--- src/sram_settings.svh ---
`ifndef SRAM_SETTINGS_SVH
`define SRAM_SETTINGS_SVH

// Chip side, 256K x 16 asynchronous SRAM
`define SRAM_ADDR_W 18
`define SRAM_DQ_W 16

// Wishbone side, 32-bit words
`define WB_DATA_W 32
`define WB_ADDR_W 17
`define WB_SEL_W 4

// Halfword phases per access
// Write drives each half once, read holds each address for two cycles
`define SRAM_WR_PHASES 2
`define SRAM_RD_PHASES 4

// Wide enough to count the longest access
`define SRAM_PHASE_W 2

`endif

--- src/sram_pkg.sv ---
`default_nettype none

`include "sram_settings.svh"

package sram_pkg;

  // Chip halfword address, word address plus the half select bit
  typedef logic [`SRAM_ADDR_W-1:0] sram_addr_t;

  // One accepted Wishbone request, held until its acknowledge
  typedef struct packed {
    logic                  we;
    logic [`WB_ADDR_W-1:0] adr;
    logic [`WB_DATA_W-1:0] dat;
    logic [`WB_SEL_W-1:0]  sel;
  } sram_req_t;

  // One halfword as seen on the chip data bus
  typedef struct packed {
    // Read data present in this cycle
    logic                  valid;
    // Odd chip address, bits 31:16 of the word
    logic                  upper;
    // Final phase of the access
    logic                  last;
    logic [`SRAM_DQ_W-1:0] data;
  } sram_beat_t;

endpackage

`default_nettype wire

--- src/wb_req_decode.sv ---
`default_nettype none

`include "sram_settings.svh"

module wb_req_decode
  import sram_pkg::*;
(
  input  wire logic                  i_clk,
  input  wire logic                  i_reset,
  input  wire logic                  i_wb_cyc,
  input  wire logic                  i_wb_stb,
  input  wire logic                  i_wb_we,
  input  wire logic [`WB_ADDR_W-1:0] i_wb_adr,
  input  wire logic [`WB_SEL_W-1:0]  i_wb_sel,
  input  wire logic [`WB_DATA_W-1:0] i_wb_dat,
  input  wire logic                  i_ack,
  output logic                       o_start,
  output sram_req_t                  o_req
);

  logic busy_q;
  logic accept;

  // New cycle only while no access is in flight
  assign accept = i_wb_cyc && i_wb_stb && !busy_q;

  always_ff @(posedge i_clk) begin
    if (!i_reset) begin
      busy_q  <= 1'b0;
      o_start <= 1'b0;
    end else begin
      o_start <= accept;
      if (accept) begin
        busy_q <= 1'b1;
      end else if (i_ack) begin
        // Busy is still set on the ack edge, so the old strobe is not taken again
        busy_q <= 1'b0;
      end
    end
  end

  // Request stays put until the next accepted cycle
  always_ff @(posedge i_clk) begin
    if (accept) begin
      o_req.we  <= i_wb_we;
      o_req.adr <= i_wb_adr;
      o_req.dat <= i_wb_dat;
      o_req.sel <= i_wb_sel;
    end
  end

endmodule

`default_nettype wire
--- config.mk ---
export PLATFORM = sky130hd
export DESIGN_NAME = wb_req_decode
export DESIGN_NICKNAME = d
export VERILOG_FILES = /design/src/sram_pkg.sv /design/src/wb_req_decode.sv
export VERILOG_INCLUDE_DIRS = /design/src /design/src/src
export SDC_FILE = /design/constraint.sdc
export NUM_CORES = 1
export LEC_CHECK = 0
export ABC_AREA = 0
export BUFFER_PORTS_ARGS = -buffer_cell sky130_fd_sc_hd__buf_2
export CORE_MARGIN = 8
export CORE_UTILIZATION = 40
export CTS_CLUSTER_SIZE = 20
export DETAILED_ROUTE_END_ITERATION = 8
export PLACE_DENSITY_LB_ADDON = 0.15
export SETUP_SLACK_MARGIN = 0.2
export SLEW_MARGIN = 25
export SYNTH_ARGS = -nofsm -noshare
export SYNTH_HDL_FRONTEND = slang
export SYNTH_SLANG_ARGS = --single-unit
--- constraint.sdc ---
create_clock -name i_clk -period 2.45 [get_ports i_clk]
set_input_delay 0.245 -clock i_clk [delete_from_list [all_inputs] [get_ports i_clk]]
set_output_delay 0.245 -clock i_clk [all_outputs]
set_load 0.01 [all_outputs]
==> flow_metrics.py, run 1 <==
metrics = {
    "setup_path": {
        "slowest_stage": "and3b_2",
        "cp_max_fo": 31,
        "cp-start-kind": "flop",
        "crit_arrival_ns": 1.51,
        "criticalPathCategory": "reg2reg",
        "worst-path-buf-inv": 1,
        "r2r_end": "o_req[19]",
        "r2r_cells": 2,
        "reg2reg_from": "busy_q",
        "critPathCaptureType": "flop",
        "rrSetupSlack_ns": 0.94,
        "critPathMaxStageDelay_ns": 0.62,
        "critPathTopFamily": "simple AND/OR/NAND/NOR gates",
        "worstPathCellList": "and3b_2 > buf_12",
        "required_ns": 2.45,
    },
    "finish": {
        "antenna_cells": 0,
        "area_growth_pct": 44.64,
        "layout_common_cells": "buf_2 (113), edfxtp_1 (54), clkbuf_8 (5)",
        "nFillCells": 332,
        "final_common_cell": "buf_2",
        "nNetsFinal": 240,
        "drive_gt1_share_pct": 67.03,
        "fin_area_um2": 2449,
    },
    "sta": {
        "min_period_ns": 1.510,
        "tightest_slew_ns": 0.5826,
        "slew_viol_final": 0,
        "finalCritPeriodShare_pct": 61.65,
        "clock.fmax_mhz": 662.0,
        "clock_skew_ns": 0.008937,
        "rsz0062_at_grt": "no",
        "finalHoldViolations": 0,
        "setup_viol": 0,
        "setup-tns-final_ns": 0,
        "relSlewSlack_pct": 61.16,
        "holdWs_ns": 0.1108,
    },
    "power": {
        "power_density_nw_per_um2": 734.4,
        "peakVddDrop_mv": 0.4452,
        "leakage_nw": 1.041,
    },
    "grt": {
        "grt-ovfl-total": 0,
        "antenna_found_initial": 0,
        "grt_pass1_vias": 1074,
        "grt_usage_pct": 11.48,
        "grt_max_degree": 32,
        "grt_pass1_wl_mm": 5.547,
    },
    "routing": {
        "via_per_inst": 4.336,
        "ant_nets": 0,
        "wl_per_cell_um": 16.71,
        "dr.first_iter.drc_count": 56,
        "vias": 1006,
        "route.detailed.drc": 0,
        "drt_pre_antenna_iters": 2,
        "routed_wl_mm": 3.876,
    },
    "synth": {
        "ys.warnings.count": 0,
        "yosys_register_bits": 56,
        "syn_nets": 119,
        "netlist_area_um2": 1693,
        "synth_cells": 60,
        "seq_area_frac_synth_pct": 98.15,
        "syn_avg_cell_area_um2": 28.21,
        "yosysUniqueCellTypes": 6,
    },
    "floorplan": {
        "die_w_um": 81.06,
        "die_area_um2": 6570,
        "pin_count": 114,
        "core_area_um2": 4029,
        "placementRows": 23,
        "start_util_pct": 42.02,
        "die_height_um": 81.06,
    },
    "clock_network": {
        "clock_latency_ns": 0.30,
        "clk_pin_slew_ns": 0.09,
        "holdBufCountCts": 0,
        "numClockSinks": 56,
        "tritoncts": "built",
        "cts_htree_levels": 2,
        "cts_resized": 0,
        "cts_root_buffer": "clkbuf_8",
        "cts_made_buffers": 5,
        "max-clock-path-buffers": 2,
        "cts_setup_buffers": 0,
    },
    "placed_design": {
        "placed_area_um2": 2342,
        "port-buffer-count": 113,
        "finalWeightedCongestion": 0.7620,
    },
    "hold_path": {
        "hold_path_end": "o_req[28]",
        "min_path_type": "in2reg",
        "hp-start": "i_wb_dat[24]",
        "hold_path_depth": 1,
    },
    "status": {
        "status": "completed",
    },
    "job": {
        "drv_cap": 0,
    },
}
==> per-layer routing <==
metal	part of all wire [%]	routed length, um	vias up	global-route usage [%]
li1	-	-	479	-
met4	1.2	47	0	3.750
met1	36	1411	455	12.89
met2	48	1846	66	17.88
met3	15	571	6	6.843
met5	0	0	-	0
==> sequential cells by signal, summed over array words and instances, names as in the netlist <==
signal   cells
o_start      1
busy_q       1
o_req       54
==> stage by stage <==
stage / setup slack [ns] / total power, mW / cells / util, %
6_report: 0.9395 / 1.798 / 232 / 60.78
5_1_grt: 0.8359 / 1.870 / 232 / 60.78
4_1_cts: 0.8921 / 1.823 / 232 / 60.78
3_5_place_dp: 0.9092 / 1.261 / 224 / 58.14
3_3_place_gp: 0.9822 / 1.254 / 224 / 58.14
2_1_floorplan: 0.3310 / 1.170 / 60 / -
==> synthesized netlist by cell type <==
master,n,share of area [%]
and3b_1,1,0.52
o21a_1,1,0.44
nor2b_2,1,0.52
edfxtp_1,54,96
and2_1,1,0.37
dfxtp_1,2,2.4
==> worst max path at each step <==
stage	startpoint	end	cells past startpoint
after CTS	busy_q	o_req[22]	2
after floorplan	busy_q	o_req[0]	1
after global routing	busy_q	o_req[14]	2
after detailed placement	busy_q	o_req[20]	2
final	busy_q	o_req[19]	2
after global placement	busy_q	o_req[20]	2
==> cells by family after synthesis <==
group	share of synthesized area, %
flops	98.15
compound gates	0.4436
simple gates	1.405
==> cell type report <==
type	instances	area [um2]	share of cell area, %
clock inverter	3	37.54	1.533
sequential	56	1662	67.86
clock buffer	5	68.82	2.810
tap	50	62.56	2.555
multi-input combinational	4	32.53	1.329
timing repair buffer	114	585.6	23.91
==> power by group <==
part	internal, mW	switching (mW)
combinational	0.0615	0.0666
clock	0.298	0.265
sequential	1.10	0.00907
Power figures use the tool's default switching activity.
==> run 2: changes to the inputs <==
==> constraint.sdc (replaced) <==
create_clock -name i_clk -period 1.5 [get_ports i_clk]
set_input_delay 0.15 -clock i_clk [delete_from_list [all_inputs] [get_ports i_clk]]
set_output_delay 0.15 -clock i_clk [all_outputs]
set_load 0.01 [all_outputs]
==> flow_metrics.py, run 2 (same netlist as run 1, synthesis figures left out) <==
metrics = {
    "routing": {
        "drt_pre_antenna_iters": 4,
        "vias": 1076,
        "dr.first_iter.drc_count": 75,
        "wl_per_cell_um": 16.29,
        "route.detailed.drc": 0,
        "routed_wl_mm": 4.041,
        "ant_nets": 0,
        "via_per_inst": 4.339,
    },
    "placed_design": {
        "placed_area_um2": 2352,
        "dp.cells": 225,
        "finalWeightedCongestion": 0.7147,
        "port-buffer-count": 113,
        "place_ws_ns": 0.3188,
    },
    "finish": {
        "antenna_cells": 0,
        "layout_common_cells": "buf_2 (113), edfxtp_1 (54), dlygate4sd3_1 (15)",
        "nNetsFinal": 256,
        "regMostFlops": "o_req",
        "nFillCells": 307,
        "finalNonFillerCells": 248,
        "fin_util_pct": 66.06,
        "drive_gt1_share_pct": 63.13,
        "fin_area_um2": 2661,
        "top_regs": "o_req (54), busy_q (1), o_start (1)",
        "area_growth_pct": 57.21,
        "final_common_cell": "buf_2",
        "largest_reg_flops": 54,
    },
    "sta": {
        "setup-tns-final_ns": 0,
        "holdWs_ns": 0.01588,
        "finalCritPeriodShare_pct": 78.63,
        "tightest_slew_ns": 0.2284,
        "final.setup.worst_slack_ns": 0.3205,
        "relSlewSlack_pct": 84.77,
        "rsz0062_at_grt": "no",
        "clock.fmax_mhz": 847.8,
        "min_period_ns": 1.179,
        "slew_viol_final": 0,
        "clock_skew_ns": 0.006849,
        "setup_viol": 0,
        "finalHoldViolations": 0,
    },
    "setup_path": {
        "rrSetupSlack_ns": 0.32,
        "cp-start-kind": "flop",
        "r2r_cells": 2,
        "r2r_end": "o_req[13]",
        "required_ns": 1.49,
        "crit_arrival_ns": 1.17,
        "cp_max_fo": 19,
        "reg2reg_from": "busy_q",
        "criticalPathCategory": "reg2reg",
        "critPathCaptureType": "flop",
    },
    "grt": {
        "grt_pass1_vias": 1103,
        "grt-ovfl-total": 0,
        "grt_pass1_wl_mm": 5.485,
        "antenna_found_initial": 0,
        "grt_max_degree": 38,
        "grt_usage_pct": 11.51,
    },
    "floorplan": {
        "die_area_um2": 6570,
        "pin_count": 114,
        "core_area_um2": 4029,
        "die_height_um": 81.06,
        "start_util_pct": 42.02,
        "placementRows": 23,
        "die_w_um": 81.06,
    },
    "power": {
        "leakage_nw": 1.133,
        "fin_total_pwr_mw": 3.330,
        "power_density_nw_per_um2": 1251,
        "peakVddDrop_mv": 0.8596,
    },
    "hold_path": {
        "hold_path_depth": 1,
        "hold_path_end": "o_req[2]",
        "hp-start": "i_wb_sel[2]",
        "min_path_type": "in2reg",
    },
    "clock_network": {
        "cts_setup_buffers": 0,
        "tritoncts": "built",
        "clk_pin_slew_ns": 0.09,
        "numClockSinks": 56,
        "clock_latency_ns": 0.30,
        "cts_root_buffer": "clkbuf_8",
        "cts_htree_levels": 2,
        "cts_made_buffers": 5,
        "max-clock-path-buffers": 2,
    },
    "job": {
        "drv_cap": 0,
    },
    "status": {
        "status": "completed",
    },
}
[run 2: cell types whose count changed in the layout (fill, tap and decap cells not counted), sizes merged]
cell,change
buf,+1
bufinv,+2
clkinv,-2
dlygate4sd3,+15
[run 2: area by class of cell]
class / count / area [um2] / share of cell area (%)
sequential: 56 / 1662 / 62.44
clock inverter: 3 / 90.09 / 3.385
tap: 50 / 62.56 / 2.351
timing repair buffer: 130 / 743.2 / 27.93
multi-input combinational: 4 / 35.03 / 1.316
clock buffer: 5 / 68.82 / 2.586
[run 2: per-layer routing]
metal / track usage (%) / routed length, um
met5: 0 / 0
met1: 10.06 / 1341
met4: 4.286 / 49
met3: 7.837 / 579
met2: 20.29 / 2071
[run 2: timing repair]
item / CTS / global route
resized for setup: 0 / 0
endpoints found under the hold margin: 2 / 13
hold buffers: 2 / 13
[run 2: how the worst max path moves through the flow]
| stage | start | endpoint | slack, ns | depth (start not counted) |
|---|---|---|---|---|
| CTS | busy_q | o_req[32] | 0.31 | 2 |
| global route | busy_q | o_req[13] | 0.28 | 2 |
| floorplan | busy_q | o_req[0] | 0.15 | 1 |
| finish | busy_q | o_req[13] | 0.32 | 2 |
| detailed placement | busy_q | o_req[32] | 0.32 | 2 |
| global placement | busy_q | o_req[10] | 0.36 | 2 |
[run 2: critical path: stages, from the launching register on]
cell and delay [ns]:
dfxtp_1 0.31, and3b_4 0.31, buf_4 0.26
[run 2: power breakdown]
group          switching [mW]  internal, mW  leakage (nW)
Clock                   0.447         0.833        0.0784
Combinational           0.114         0.129         0.534
Sequential             0.0136          1.79         0.520
Total                   0.574          2.76          1.13
==> run 3: changes to the inputs <==
==> constraint.sdc (replaced) <==
create_clock -name i_clk -period 1.2 [get_ports i_clk]
set_input_delay 0.12 -clock i_clk [delete_from_list [all_inputs] [get_ports i_clk]]
set_output_delay 0.12 -clock i_clk [all_outputs]
set_load 0.01 [all_outputs]
==> flow_metrics.py, run 3 (same netlist as run 1, synthesis figures left out) <==
metrics = {
    "clock_network": {
        "clk_pin_slew_ns": 0.09,
        "cts_root_buffer": "clkbuf_8",
        "clock_latency_ns": 0.29,
        "cts_htree_levels": 2,
        "max-clock-path-buffers": 2,
        "numClockSinks": 56,
        "cts_setup_buffers": 0,
        "tritoncts": "built",
        "cts_made_buffers": 5,
    },
    "routing": {
        "routed_wl_mm": 4.633,
        "ant_nets": 0,
        "route.detailed.drc": 0,
        "wl_per_cell_um": 16.14,
        "vias": 1266,
        "via_per_inst": 4.411,
        "drt_pre_antenna_iters": 4,
        "dr.first_iter.drc_count": 88,
    },
    "placed_design": {
        "hpwl_mm": 3.206,
        "port-buffer-count": 113,
        "finalWeightedCongestion": 0.7067,
        "dp.cells": 226,
    },
    "setup_path": {
        "cp_max_fo": 21,
        "criticalPathCategory": "reg2reg",
        "cp-startpoint": "busy_q",
        "r2r_cells": 2,
        "reg2reg_from": "busy_q",
        "required_ns": 1.21,
        "critPathCaptureType": "flop",
        "cp-start-kind": "flop",
        "r2r_end": "o_req[9]",
        "crit_arrival_ns": 1.14,
        "rrSetupSlack_ns": 0.07,
        "crit_path_end": "o_req[9]",
    },
    "sta": {
        "slew_viol_final": 0,
        "setup_viol": 0,
        "clock_skew_ns": 0.004249,
        "finalHoldViolations": 0,
        "rsz0062_at_grt": "yes",
        "setup-tns-final_ns": 0,
        "relSlewSlack_pct": 91.62,
        "clock.fmax_mhz": 883.1,
        "min_period_ns": 1.132,
        "finalCritPeriodShare_pct": 94.36,
        "tightest_slew_ns": 0.1262,
    },
    "grt": {
        "antenna_found_initial": 0,
        "grt_pass1_vias": 1367,
        "grt_max_degree": 22,
        "grt_usage_pct": 13.98,
        "grt-ovfl-total": 0,
        "grt_pass1_wl_mm": 6.872,
    },
    "finish": {
        "top_regs": "o_req (54), busy_q (1), o_start (1)",
        "area_growth_pct": 78.94,
        "nNetsFinal": 295,
        "regMostFlops": "o_req",
        "final_common_cell": "buf_2",
        "antenna_cells": 0,
        "fin_util_pct": 75.19,
        "layout_common_cells": "buf_2 (112), edfxtp_1 (54), dlygate4sd3_1 (53)",
        "drive_gt1_share_pct": 52.74,
        "largest_reg_flops": 54,
        "finalNonFillerCells": 287,
    },
    "hold_path": {
        "min_path_type": "in2reg",
        "hp-start": "i_wb_adr[11]",
    },
    "floorplan": {
        "die_area_um2": 6570,
        "die_w_um": 81.06,
        "core_area_um2": 4029,
        "start_util_pct": 42.02,
        "pin_count": 114,
        "placementRows": 23,
        "die_height_um": 81.06,
    },
    "power": {
        "leakage_nw": 1.283,
        "peakVddDrop_mv": 0.9500,
        "power_density_nw_per_um2": 1269,
    },
    "job": {
        "drv_cap": 0,
    },
    "status": {
        "status": "completed",
    },
}
==> run 3: area by class of cell <==
| class | instances | area (um2) |
|---|---|---|
| sequential | 56 | 1662 |
| tap | 50 | 62.56 |
| timing repair buffer | 169 | 1162 |
| multi-input combinational | 4 | 35.03 |
| clock buffer | 6 | 72.57 |
| fill | 278 | 999.7 |
| clock inverter | 2 | 35.03 |
==> run 3: worst min path at each step <==
stage	to	slack, ns	depth (start not counted)
floorplan	o_req[0]	0.22	0
global placement	o_req[11]	0.30	1
detailed placement	o_req[24]	0.30	1
CTS	o_req[47]	0.004	1
global route	o_req[47]	0.004	1
finish	o_req[47]	0.01	1
==> run 3: routing by layer <==
layer	wire [um]	GRT usage, %	vias to the layer above
met2	2475	25.98	69
met5	0	0	-
met1	1501	13.30	595
met3	560	5.629	12
li1	-	-	590
met4	96	5.714	0
==> run 3: metrics by stage <==
| stage | worst slack (ns) | area (um2) | hold WS, ns | power (mW) |
|---|---|---|---|---|
| floorplan | -0.1541 | 1697 | 0.2189 | 2.388 |
| global placement | 0.09099 | 2385 | 0.2960 | 2.579 |
| detailed placement | 0.07095 | 2385 | 0.2981 | 2.592 |
| CTS | 0.06385 | 3023 | 0.003514 | 3.874 |
| global route | 0.03165 | 3029 | 0.004113 | 3.978 |
| finish | 0.06769 | 3029 | 0.01099 | 3.845 |
==> run 3: critical path: stages (launching register included) <==
cell and delay (ns):
dfxtp_1 0.32, and3b_4 0.35, buf_12 0.18
==> run 3: what timing repair did <==
| item | in CTS | in global routing |
|---|---|---|
| hold buffers | 53 | 0 |
| pin swaps | 0 | 0 |
| setup endpoints to repair | 56 | 58 |
| gates resized for setup | 0 | 1 |
| hold endpoints to repair | 53 | 0 |
==> run 3: power by group <==
part           leakage (nW)  internal [mW]  switching (mW)
sequential            0.520           2.24          0.0191
combinational         0.707          0.256           0.166
clock                0.0552          0.619           0.543
total                  1.28           3.12           0.728
