## src/sram_settings.svh

```systemverilog
`ifndef SRAM_SETTINGS_SVH
`define SRAM_SETTINGS_SVH

// Chip side, 256K x 16 asynchronous SRAM
`define SRAM_ADDR_W 18
`define SRAM_DQ_W 16

// Wishbone side, 32-bit words
`define WB_DATA_W 32
`define WB_ADDR_W 17
`define WB_SEL_W 4

// Halfword phases per access
// Write drives each half once, read holds each address for two cycles
`define SRAM_WR_PHASES 2
`define SRAM_RD_PHASES 4

// Wide enough to count the longest access
`define SRAM_PHASE_W 2

`endif

```

## src/sram_pkg.sv

```systemverilog
`default_nettype none

`include "sram_settings.svh"

package sram_pkg;

  // Chip halfword address, word address plus the half select bit
  typedef logic [`SRAM_ADDR_W-1:0] sram_addr_t;

  // One accepted Wishbone request, held until its acknowledge
  typedef struct packed {
    logic                  we;
    logic [`WB_ADDR_W-1:0] adr;
    logic [`WB_DATA_W-1:0] dat;
    logic [`WB_SEL_W-1:0]  sel;
  } sram_req_t;

  // One halfword as seen on the chip data bus
  typedef struct packed {
    // Read data present in this cycle
    logic                  valid;
    // Odd chip address, bits 31:16 of the word
    logic                  upper;
    // Final phase of the access
    logic                  last;
    logic [`SRAM_DQ_W-1:0] data;
  } sram_beat_t;

endpackage

`default_nettype wire

```

## src/sram_read_assembler.sv

```systemverilog
`default_nettype none

`include "sram_settings.svh"

module sram_read_assembler
  import sram_pkg::*;
(
  input  wire logic                  i_clk,
  input  wire logic                  i_reset,
  input  sram_beat_t                 i_beat,
  input  sram_req_t                  i_req,
  output logic [`WB_DATA_W-1:0]      o_wb_dat,
  output logic                       o_wb_ack
);

  logic [`WB_DATA_W-1:0] byte_mask;

  // Unselected bytes read back as zero
  always_comb begin
    for (int i = 0; i < `WB_SEL_W; i++) begin
      byte_mask[i*8 +: 8] = {8{i_req.sel[i]}};
    end
  end

  // Read word, filled half by half
  always_ff @(posedge i_clk) begin
    if (i_beat.valid) begin
      if (i_beat.upper) begin
        o_wb_dat[`WB_DATA_W-1 -: `SRAM_DQ_W] <=
          i_beat.data & byte_mask[`WB_DATA_W-1 -: `SRAM_DQ_W];
      end else begin
        o_wb_dat[`SRAM_DQ_W-1:0] <= i_beat.data & byte_mask[`SRAM_DQ_W-1:0];
      end
    end
  end

  // One ack per access, reads and writes alike
  always_ff @(posedge i_clk) begin
    if (!i_reset) begin
      o_wb_ack <= 1'b0;
    end else begin
      o_wb_ack <= i_beat.last;
    end
  end

endmodule

`default_nettype wire

```

## config.mk

```make
export PLATFORM = sky130hd
export DESIGN_NAME = sram_read_assembler
export DESIGN_NICKNAME = d
export VERILOG_FILES = /design/src/sram_pkg.sv /design/src/sram_read_assembler.sv
export VERILOG_INCLUDE_DIRS = /design/src /design/src/src
export SDC_FILE = /design/constraint.sdc
export NUM_CORES = 1
export LEC_CHECK = 0
export ABC_AREA = 1
export BUFFER_PORTS_ARGS = -buffer_cell sky130_fd_sc_hd__buf_2
export CAP_MARGIN = 20
export CELL_PAD_IN_SITES_DETAIL_PLACEMENT = 1
export CELL_PAD_IN_SITES_GLOBAL_PLACEMENT = 1
export CORE_UTILIZATION = 23
export DETAILED_ROUTE_END_ITERATION = 10
export PLACE_DENSITY_LB_ADDON = 0.1
export SKIP_CTS_REPAIR_TIMING = 1
export SLEW_MARGIN = 20
export SYNTH_ARGS = -nofsm -noshare
export SYNTH_HDL_FRONTEND = slang
export SYNTH_SLANG_ARGS = --single-unit
```

## constraint.sdc

```tcl
create_clock -name i_clk -period 1.1 [get_ports i_clk]
set_clock_uncertainty 0.05 [all_clocks]
set_input_delay 0.055 -clock i_clk [delete_from_list [all_inputs] [get_ports i_clk]]
set_output_delay 0.055 -clock i_clk [all_outputs]
set_load 0.02 [all_outputs]
```

==> results of run 1 <==
placed cells by master (no fill, tap or decap):
cell type       n
nor2_2          1
buf_2          57
edfxtp_1       32
clkinv_2        2
nand2_1        34
clkbuf_8        5
clkbuf_1        1
dlygate4sd3_1   9
inv_1          35
buf_4           4
dfxtp_1         1
kinds of logic (layout without fill, tap and decap cells):
group | Yosys count | in the layout
flip-flops | 33 | 33
buffers and inverters | 39 | 113
AND/OR/NAND/NOR | 35 | 35
final cells by class:
class                   count  area share
clock buffers               6      0.0398
repair buffers             70       0.223
multi-input cells          35      0.0735
clock inverters             2     0.00549
well taps                  70      0.0481
inverters                  35      0.0721
flip-flops and latches     33       0.538
sequential cells by signal, indices dropped and copies added (netlist names):
name and flops:
o_wb_ack 1, o_wb_dat 32
where the power goes:
group	internal, mW	switching, mW
sequential	1.47	0.0194
combinational	0.134	0.229
clock	0.438	0.429
total	2.04	0.677
per-layer routing:
layer / wire [um] / GRT usage / vias up / part of all wire
met4: 36 / 0.0462 / 0 / 0.013
li1: - / - / 460 / -
met2: 1410 / 0.174 / 34 / 0.50
met3: 203 / 0.0479 / 4 / 0.072
met5: 0 / 0 / - / 0
met1: 1190 / 0.112 / 435 / 0.42
final timing paths:
path,from,to,slack [ns],depth (start not counted)
hold / removal,i_beat[2],o_wb_dat[18],-0.004,3
setup / recovery,o_wb_dat[18],o_wb_dat[18],0.17,1
==> summary.txt, run 1 <==
Outcome
  – Outcome: finished with violations
  – Failing checks: hold timing

Timing
  – Final Setup Violations: 0
  – Slew Limit Fails: 0
  – Period minus WS final: just over 0.9 ns
  – Maximum clock frequency: 1.08 GHz
  – Final Worst Setup Slack: ~0.17 ns
  – Final Hold Vio Count: 3
  – RSZ-0062 raised after global routing: false
  – Setup TNS: 0 ns
  – Final Cycle Share: 0.845
  – Worst Tran Pin Value: between 0.15 and 0.2 ns
  – Worst slew margin: 0.878
  – Worst hold slack: -0.00437 ns

Synth
  – Post-synthesis simple-gate area fraction: 0.104
  – Top cell type's share of synthesized area: 0.760
  – Mux contribution to synthesized area: 0
  – Top_reg_cell synth: edfxtp_1
  – Synth cell count leaders: 35 x inv_1, 34 x nand2_1, 32 x edfxtp_1
  – Post-synthesis cell count: 107
  – Syn Area/Cell: 11.8 um^2
  – Synth Warn #: 0
  – Post-Synth XOR/XNOR Area: 0
  – Compound-cell area share of the yosys netlist: 0
  – Net count after synthesis: 182
  – Seq/Total Area, Yosys: 0.776
  – Distinct cell type count after synthesis: 6
  – Largest family of logic cells by synthesized area: buffers and inverters
  – Async set-or-reset flop fraction in the synthesized netlist: 0
  – Post-Synth Adder-Cell Area: 0
  – Post-synthesis register bit count: 33
  – Number of synthesized flops with an enable pin: 32
  – Synth Cell Area: 1260 um^2
  – Cell taking the most area after synthesis: edfxtp_1
  – Most frequent cell after synthesis: inv_1
  – Synth area leaders: edfxtp_1 76%, inv_1 10%, nand2_1 10%

CTS
  – Root Buffer: clkbuf_8
  – CTS tree: done
  – Clock Tree Buf Depth: 2
  – # H-tree levels: 2
  – CTS Sinks: 33
  – Num CTS Buffers: 5
  – Clk slew on worst S/H paths: 0.07 ns

Die
  – Initial Utilization: 0.243
  – Die Width: about 76 um
  – FP Rows: 26
  – Die outline area: 5800 um^2
  – Die Ht: 76.1 um
  – Top Ports: 108
  – Core ar.: 5200 um^2

Placement
  – Final RePlAce weighted congestion: 0.641
  – Dpl cells: 234
  – Placed Instance Area: 1650 um^2
  – Setup WS pre-CTS: ~0.25 ns
  – PortBufs: 57
  – HPWL Detailed: 2.15 mm

Layout
  – Storage cell area: 981 um^2
  – # fillers: 637
  – Area occupied by multi-input gates: 134 um^2
  – Fin area: 1820 um^2
  – Diodes inserted: 0
  – Nets@finish: 255
  – Share of cells above drive strength 1: 0.381
  – Share of the core filled with cells: 0.350
  – Area grow syn2layout: 44.2%
  – Non-filler cells, final: 251

Min path
  – Hold Path Class: input pin to flip-flop

Critical path
  – CP cell instances: buf_2
  – CP bufs+invs: 1
  – Crit path max fanout: 1
  – CP Capture Type: primary output
  – Crit start category: flip-flop
  – Worst Path Arrival: between 0.8 and 0.9 ns
  – Slowest CP cell: edfxtp_1
  – Critical path's largest stage delay: 0.37 ns
  – Worst EP required: 1.00 ns
  – Crit Path Category: flip-flop to primary output
  – CP top delay family: flip-flops

Global routing
  – Wire length of the first global-routing pass: 4.46 mm
  – All-Layer GR Usage: 0.104
  – Initial antenna violation count: 0
  – Vias in the first global route: 938
  – Gr ovfl total: 0
  – Pin count of the biggest net entering global routing: 11

Power
  – Total Power: approximately 2.7 mW
  – Leak: 0.950 nW
  – Maximum vdd drop: 517 uV
  – Power per cell area: 1490 nW/um^2

Route
  – Iter 0 DRT Violations: 59
  – Vias: 933
  – WL per Instance: 11.3 um
  – ANT nets after route: 0
  – Remaining routing DRC violations: 0
  – Final WL: 2.83 mm
  – First drt pass iteration count: 4
  – Routed vias/inst: roughly 3.7

Job
  – Max cap viols: 0
No activity file was read; power rests on OpenSTA's default activity.
==> run 2: changes to the inputs <==
--- a/config.mk
+++ b/config.mk
@@ -6,12 +6,12 @@
 export SDC_FILE = /design/constraint.sdc
 export NUM_CORES = 1
 export LEC_CHECK = 0
-export ABC_AREA = 1
+export ABC_AREA = 0
 export BUFFER_PORTS_ARGS = -buffer_cell sky130_fd_sc_hd__buf_2
 export CAP_MARGIN = 20
 export CELL_PAD_IN_SITES_DETAIL_PLACEMENT = 1
 export CELL_PAD_IN_SITES_GLOBAL_PLACEMENT = 1
-export CORE_UTILIZATION = 23
+export CORE_UTILIZATION = 24
 export DETAILED_ROUTE_END_ITERATION = 10
 export PLACE_DENSITY_LB_ADDON = 0.1
 export SKIP_CTS_REPAIR_TIMING = 1
==> constraint.sdc (replaced) <==
create_clock -name i_clk -period 0.8 [get_ports i_clk]
set_clock_uncertainty 0.05 [all_clocks]
set_input_delay 0.04 -clock i_clk [delete_from_list [all_inputs] [get_ports i_clk]]
set_output_delay 0.04 -clock i_clk [all_outputs]
set_load 0.02 [all_outputs]
==> run 2 against run 1 <==
The flow finishes with violations (hold timing, setup timing). Sequential power grew 38%. Synthesized cell count shrank 36%. Highest routed layer unchanged. Wire length shrank 7.1%. Critical path depth is the same. Setup slack lost 0.29 ns. Sequential cell count is the same. Non-clock buffer count shrank 7. Combinational power grew 46%. Sequential share of layout area shrank 0.41 points. Largest cell class unchanged. Design area grew 0.89%. Via count shrank 15%.
==> summary.txt, run 2 <==
Power
  – Clk pwr share: 0.326 (+0.007)
  – Leak: 0.716 nW (-25%)
  – Total Power: 3.84 mW (+41%)
  – Comb power frac: 0.138 (+0.005)
  – Maximum vdd drop: 666 uV (+29%)
  – Power per cell area: 2090 nW/um^2 (+40%)
  – Seq pwr share: 0.536 (-0.012)
  – Switching portion of total power: 0.226 (-0.0230)
  – Internal power: 2.97 mW (+46%)
  – Switching power: 0.868 mW (+28%)

Route
  – WL met2: 1.33 mm (-5.1%)
  – Final WL: 2.63 mm (-7.1%)
  – WL per Instance: 12.8 um (+13%)
  – Remaining routing DRC violations: 0 (unchanged)
  – Top sig layer: met4
  – Metal3 WL: 190 um (-6.4%)
  – First drt pass iteration count: 4 (unchanged)
  – Routed vias/inst: 3.83 (+3.0%)
  – ANT nets after route: 0 (unchanged)
  – Metal1 wirelength: 1.05 mm (-12%)
  – Iter 0 DRT Violations: 27 (-54%)
  – Vias: 789 (-15%)

Critical path
  – Crit path max fanout: 1 (unchanged)
  – CP cell instances: buf_2
  – CP top delay family: flip-flops
  – Slowest CP cell: edfxtp_1
  – CP Capture Type: primary output
  – CP bufs+invs: 1 (unchanged)
  – Crit start category: flip-flop
  – Worst Path Arrival: 0.83 ns (about the same)
  – Critical path's largest stage delay: 0.38 ns (about the same)
  – Worst EP required: 0.71 ns (-0.29 ns)
  – Crit Path Category: flip-flop to primary output

Timing
  – Final Hold Vio Count: 4 (+1)
  – Final Worst Setup Slack: -0.121 ns (-0.292 ns)
  – Final Cycle Share: 1.15
  – Worst Tran Pin Value: 0.145 ns (-0.0383 ns)
  – RSZ-0062 raised after global routing: true
  – Period minus WS final: 0.921 ns
  – Slew Limit Fails: 0 (unchanged)
  – Final Setup Violations: 33 (+33)
  – Worst slew margin: 0.903 (+0.0255)
  – Maximum clock frequency: 1.09 GHz
  – Worst hold slack: -0.00838 ns (-0.00401 ns)

Synth
  – Distinct cell type count after synthesis: 4 (-2)
  – Post-synthesis register bit count: 33 (unchanged)
  – Synth Warn #: 0 (unchanged)
  – Async set-or-reset flop fraction in the synthesized netlist: 0 (unchanged)
  – Number of synthesized flops with an enable pin: 32 (unchanged)
  – Syn Area/Cell: 17.6 um^2 (+49%)
  – Top cell type's share of synthesized area: 0.801 (+0.0404)
  – Most frequent cell after synthesis: and2_1
  – Top_reg_cell synth: edfxtp_1
  – Synth area leaders: edfxtp_1 80%, and2_1 18%, dfxtp_1 1.7%
  – Post-synthesis cell count: 68 (-36%)
  – Synth Cell Area: 1200 um^2 (-5.0%)
  – Seq/Total Area, Yosys: 0.818 (+0.0413)
  – Synth cell count leaders: 34 x and2_1, 32 x edfxtp_1, 1 x dfxtp_1, 1 x nor2b_1
  – Net count after synthesis: 143 (-21%)
  – Cell taking the most area after synthesis: edfxtp_1

CTS
  – CTS Sinks: 33 (unchanged)
  – Clock Tree Buf Depth: 2 (unchanged)
  – # H-tree levels: 2 (unchanged)
  – Clk slew on worst S/H paths: 0.07 ns (about the same)
  – Num CTS Buffers: 5 (unchanged)
  – CTS tree: done
  – Root Buffer: clkbuf_8

Placement
  – HPWL Detailed: 1.90 mm (-12%)
  – PortBufs: 57 (unchanged)
  – Final RePlAce weighted congestion: 0.617 (-3.7%)
  – Placed Instance Area: 1630 um^2 (-0.99%)

Outcome
  – Failing checks: hold timing, setup timing
  – Outcome: finished with violations

Die
  – Top Ports: 108 (unchanged)
  – Die outline area: 5290 um^2 (-8.8%)
  – Die Width: 72.7 um (-4.5%)
  – FP Rows: 25 (-3.8%)
  – Core ar.: 4750 um^2 (-8.7%)
  – Die Ht: 72.7 um (-4.5%)
  – Initial Utilization: 0.252 (+0.00958)

Global routing
  – Initial antenna violation count: 0 (unchanged)
  – Gr ovfl total: 0 (unchanged)
  – Wire length of the first global-routing pass: 3.87 mm (-13%)
  – Vias in the first global route: 847 (-9.7%)
  – All-Layer GR Usage: 0.105 (+0.00113)
  – Pin count of the biggest net entering global routing: 11 (unchanged)

Layout
  – Area occupied by multi-input gates: 228 um^2 (+70%)
  – Nets@finish: 213 (-16%)
  – Biggest register: o_wb_dat
  – Commonest non-fill, non-tap cell in the layout: buf_2
  – Fin area: 1840 um^2 (+0.89%)
  – Diodes inserted: 0 (unchanged)
  – Area grow syn2layout: 53.2%
  – Storage cell area: 982 um^2 (+0.13%)
  – Most frequent cells in the layout: 42 x buf_2, 33 x and2_1, 32 x edfxtp_1
  – # fillers: 541 (-15%)
  – Largest regs: o_wb_dat (32), o_wb_ack (1)
  – Number of flip-flops under the largest register name: 32 (unchanged)
  – Share of cells above drive strength 1: 0.504 (+0.122)

Job
  – Max cap viols: 0 (unchanged)

Min path
  – Hold Path Class: input pin to flip-flop
[run 2: logic make-up after synthesis]
logic type / synth area share
simple gates: 0.182
flops: 0.818
[run 2: final timing paths]
kind | from | endpoint | slack [ns] | cells past startpoint
worst max-delay path | o_wb_dat[6] | o_wb_dat[6] | -0.12 | 1
worst min-delay path | i_beat[11] | o_wb_dat[27] | -0.008 | 2
[run 2: area by class of cell]
class	instances	area share
repair buffers	63	0.247
multi-input cells	35	0.124
flip-flops and latches	33	0.534
clock buffers	8	0.0490
well taps	67	0.0456
[run 2: stage by stage]
stage               utilization  setup TNS [ns]  hold WS, ns  worst slack [ns]  std cells
floorplan                     -               0        0.112            0.0446         68
global placement          0.343          -0.708        0.195           -0.0369        196
detailed placement        0.343          -0.978        0.208           -0.0493        196
CTS                       0.362           -3.38      -0.0858            -0.130        204
global route              0.387           -4.02      -0.0105            -0.152        206
finish                    0.387           -2.87     -0.00838            -0.121        206
[run 2: layer usage]
metal  global-route usage  vias to the layer above
met2                0.177                       34
li1                     -                      378
met1                0.112                      371
met5                    0                        -
met4               0.0588                        0
met3               0.0414                        6
[run 2: power groups by stage]
| stage | Clock (mW) | Sequential (mW) | Combinational, mW |
|---|---|---|---|
| 3_3_place_gp | 0 | 2.08 | 0.463 |
| 5_1_grt | 1.36 | 2.07 | 0.564 |
| 6_report | 1.25 | 2.06 | 0.529 |
| 3_5_place_dp | 0 | 2.08 | 0.474 |
| 4_1_cts | 1.30 | 2.05 | 0.474 |
| 2_1_floorplan | 0 | 2.24 | 0.0828 |
==> run 3: changes to the inputs <==
--- a/config.mk
+++ b/config.mk
@@ -7,11 +7,11 @@
 export NUM_CORES = 1
 export LEC_CHECK = 0
 export ABC_AREA = 0
-export BUFFER_PORTS_ARGS = -buffer_cell sky130_fd_sc_hd__buf_2
+export BUFFER_PORTS_ARGS = -buffer_cell sky130_fd_sc_hd__buf_4
 export CAP_MARGIN = 20
 export CELL_PAD_IN_SITES_DETAIL_PLACEMENT = 1
 export CELL_PAD_IN_SITES_GLOBAL_PLACEMENT = 1
-export CORE_UTILIZATION = 24
+export CORE_UTILIZATION = 26
 export DETAILED_ROUTE_END_ITERATION = 10
 export PLACE_DENSITY_LB_ADDON = 0.1
 export SKIP_CTS_REPAIR_TIMING = 1
==> constraint.sdc (replaced) <==
create_clock -name i_clk -period 1 [get_ports i_clk]
set_clock_uncertainty 0.05 [all_clocks]
set_input_delay 0.05 -clock i_clk [delete_from_list [all_inputs] [get_ports i_clk]]
set_output_delay 0.05 -clock i_clk [all_outputs]
set_load 0.02 [all_outputs]
==> run 3 against run 2 <==
The run now ends clean. Non-clock buffer count stayed put. Clock-buffer cell count stayed put. Sequential power fell by 20%. Total power is 20% lower. Core utilization increased by 3.2 points. Combinational power decreased by 18%. Sequential cell count unchanged. Setup slack better by 0.20 ns. Hold slack better by 0.016 ns. Largest cell class unchanged.
==> summary.txt, run 3 (synthesis gave the netlist of run 2 again) <==
Outcome
  – Outcome: finished clean

Critical path
  – Crit Path Category: flip-flop to primary output
  – Worst Path Arrival: 0.82 ns (about the same)
  – Slowest CP cell: edfxtp_1
  – Crit path max fanout: 1 (unchanged)
  – Crit start category: flip-flop
  – CP cell instances: buf_4
  – CP top delay family: flip-flops
  – Critical path's largest stage delay: 0.37 ns (about the same)
  – CP Capture Type: primary output
  – Worst EP required: 0.90 ns (+0.19 ns)
  – CP bufs+invs: 1 (unchanged)

CTS
  – Clk slew on worst S/H paths: 0.07 ns (about the same)
  – CTS tree: done
  – # H-tree levels: 2 (unchanged)
  – Clock Tree Buf Depth: 2 (unchanged)
  – CTS Sinks: 33 (unchanged)
  – Num CTS Buffers: 5 (unchanged)
  – Root Buffer: clkbuf_8

Placement
  – Final RePlAce weighted congestion: 0.640 (+3.7%)
  – PortBufs: 57 (unchanged)
  – HPWL Detailed: 1.87 mm (-1.2%)

Min path
  – Hold Path Class: input pin to flip-flop

Die
  – FP Rows: 24 (-4.0%)
  – Die outline area: 4890 um^2 (-7.5%)
  – Die Width: 69.9 um (-3.8%)
  – Top Ports: 108 (unchanged)
  – Initial Utilization: 0.274 (+0.0213)
  – Die Ht: 69.9 um (-3.8%)
  – Core ar.: 4380 um^2 (-7.8%)

Power
  – Total Power: 3.08 mW (-20%)
  – Leak: 0.725 nW (+1.2%)
  – Power per cell area: 1680 nW/um^2 (-20%)
  – Maximum vdd drop: 878 uV (+32%)

Route
  – WL per Instance: 13.3 um (+3.9%)
  – First drt pass iteration count: 3 (-1)
  – Top sig layer: met4
  – Final WL: 2.54 mm (-3.6%)
  – WL met2: 1.28 mm (-4.3%)
  – Routed vias/inst: 4.18 (+9.2%)
  – Remaining routing DRC violations: 0 (unchanged)
  – ANT nets after route: 0 (unchanged)
  – Metal1 wirelength: 948 um (-9.6%)
  – Vias: 799 (+1.3%)
  – Iter 0 DRT Violations: 33 (+22%)
  – Metal3 WL: 264 um (+39%)

Layout
  – Number of flip-flops under the largest register name: 32 (unchanged)
  – Commonest non-fill, non-tap cell in the layout: buf_4
  – Nets@finish: 213 (unchanged)
  – Biggest register: o_wb_dat
  – Area occupied by multi-input gates: 221 um^2 (-2.7%)
  – Area grow syn2layout: 53.0%
  – Share of cells above drive strength 1: 0.489 (-0.0144)
  – Diodes inserted: 0 (unchanged)
  – # fillers: 473 (-13%)
  – Most frequent cells in the layout: 61 x buf_4, 34 x and2_1, 32 x edfxtp_1
  – Largest regs: o_wb_dat (32), o_wb_ack (1)
  – Storage cell area: 981 um^2 (-0.13%)

Timing
  – Maximum clock frequency: around 1.1 GHz
  – Final Cycle Share: 0.920
  – RSZ-0062 raised after global routing: false
  – Period minus WS final: between 0.9 and 1 ns
  – Worst slew margin: 0.909 (+0.00636)
  – Worst hold slack: 0.00737 ns (+0.0157 ns)
  – Setup TNS: 0 ns (+2.87 ns)
  – Worst Tran Pin Value: 0.136 ns (-0.00953 ns)
  – Final Setup Violations: 0 (-100%)
  – Final Hold Vio Count: 0 (-4)
  – Slew Limit Fails: 0 (unchanged)

Global routing
  – Pin count of the biggest net entering global routing: 11 (unchanged)
  – All-Layer GR Usage: 0.114 (+0.00871)
  – Wire length of the first global-routing pass: 4.14 mm (+7.0%)
  – Vias in the first global route: 893 (+5.4%)
  – Gr ovfl total: 0 (unchanged)
  – Initial antenna violation count: 0 (unchanged)

Job
  – Max cap viols: 0 (unchanged)
run 3: worst paths after layout:
check / start / end / cells past startpoint
worst max-delay path: o_wb_dat[0] / o_wb_dat[0] / 1
worst min-delay path: i_beat[2] / o_wb_dat[18] / 2
run 3: routing by layer:
metal / vias up / track usage
li1: 376 / -
met1: 379 / 0.119
met2: 39 / 0.187
met3: 5 / 0.0563
met4: 0 / 0.0600
met5: - / 0
run 3: stage by stage:
step,utilization,cell area (um^2),instances,worst slack [ns]
6_report,0.419,1840,191,0.0799
5_1_grt,0.419,1840,191,0.0428
4_1_cts,0.414,1820,189,0.0644
3_5_place_dp,0.394,1730,181,0.149
3_3_place_gp,0.394,1730,181,0.162
2_1_floorplan,-,1200,68,0.0372
run 3: cell type report:
| cell class | instances | area share |
|---|---|---|
| clock buffers | 8 | 0.0491 |
| multi-input cells | 35 | 0.121 |
| flip-flops and latches | 33 | 0.534 |
| well taps | 52 | 0.0354 |
| repair buffers | 63 | 0.260 |
run 3: power by group:
group	total, mW	leakage (nW)	internal, mW	switching, mW
clock	1.01	0.0455	0.561	0.445
sequential	1.64	0.287	1.62	0.0238
combinational	0.434	0.392	0.214	0.219
total	3.08	0.725	2.39	0.688
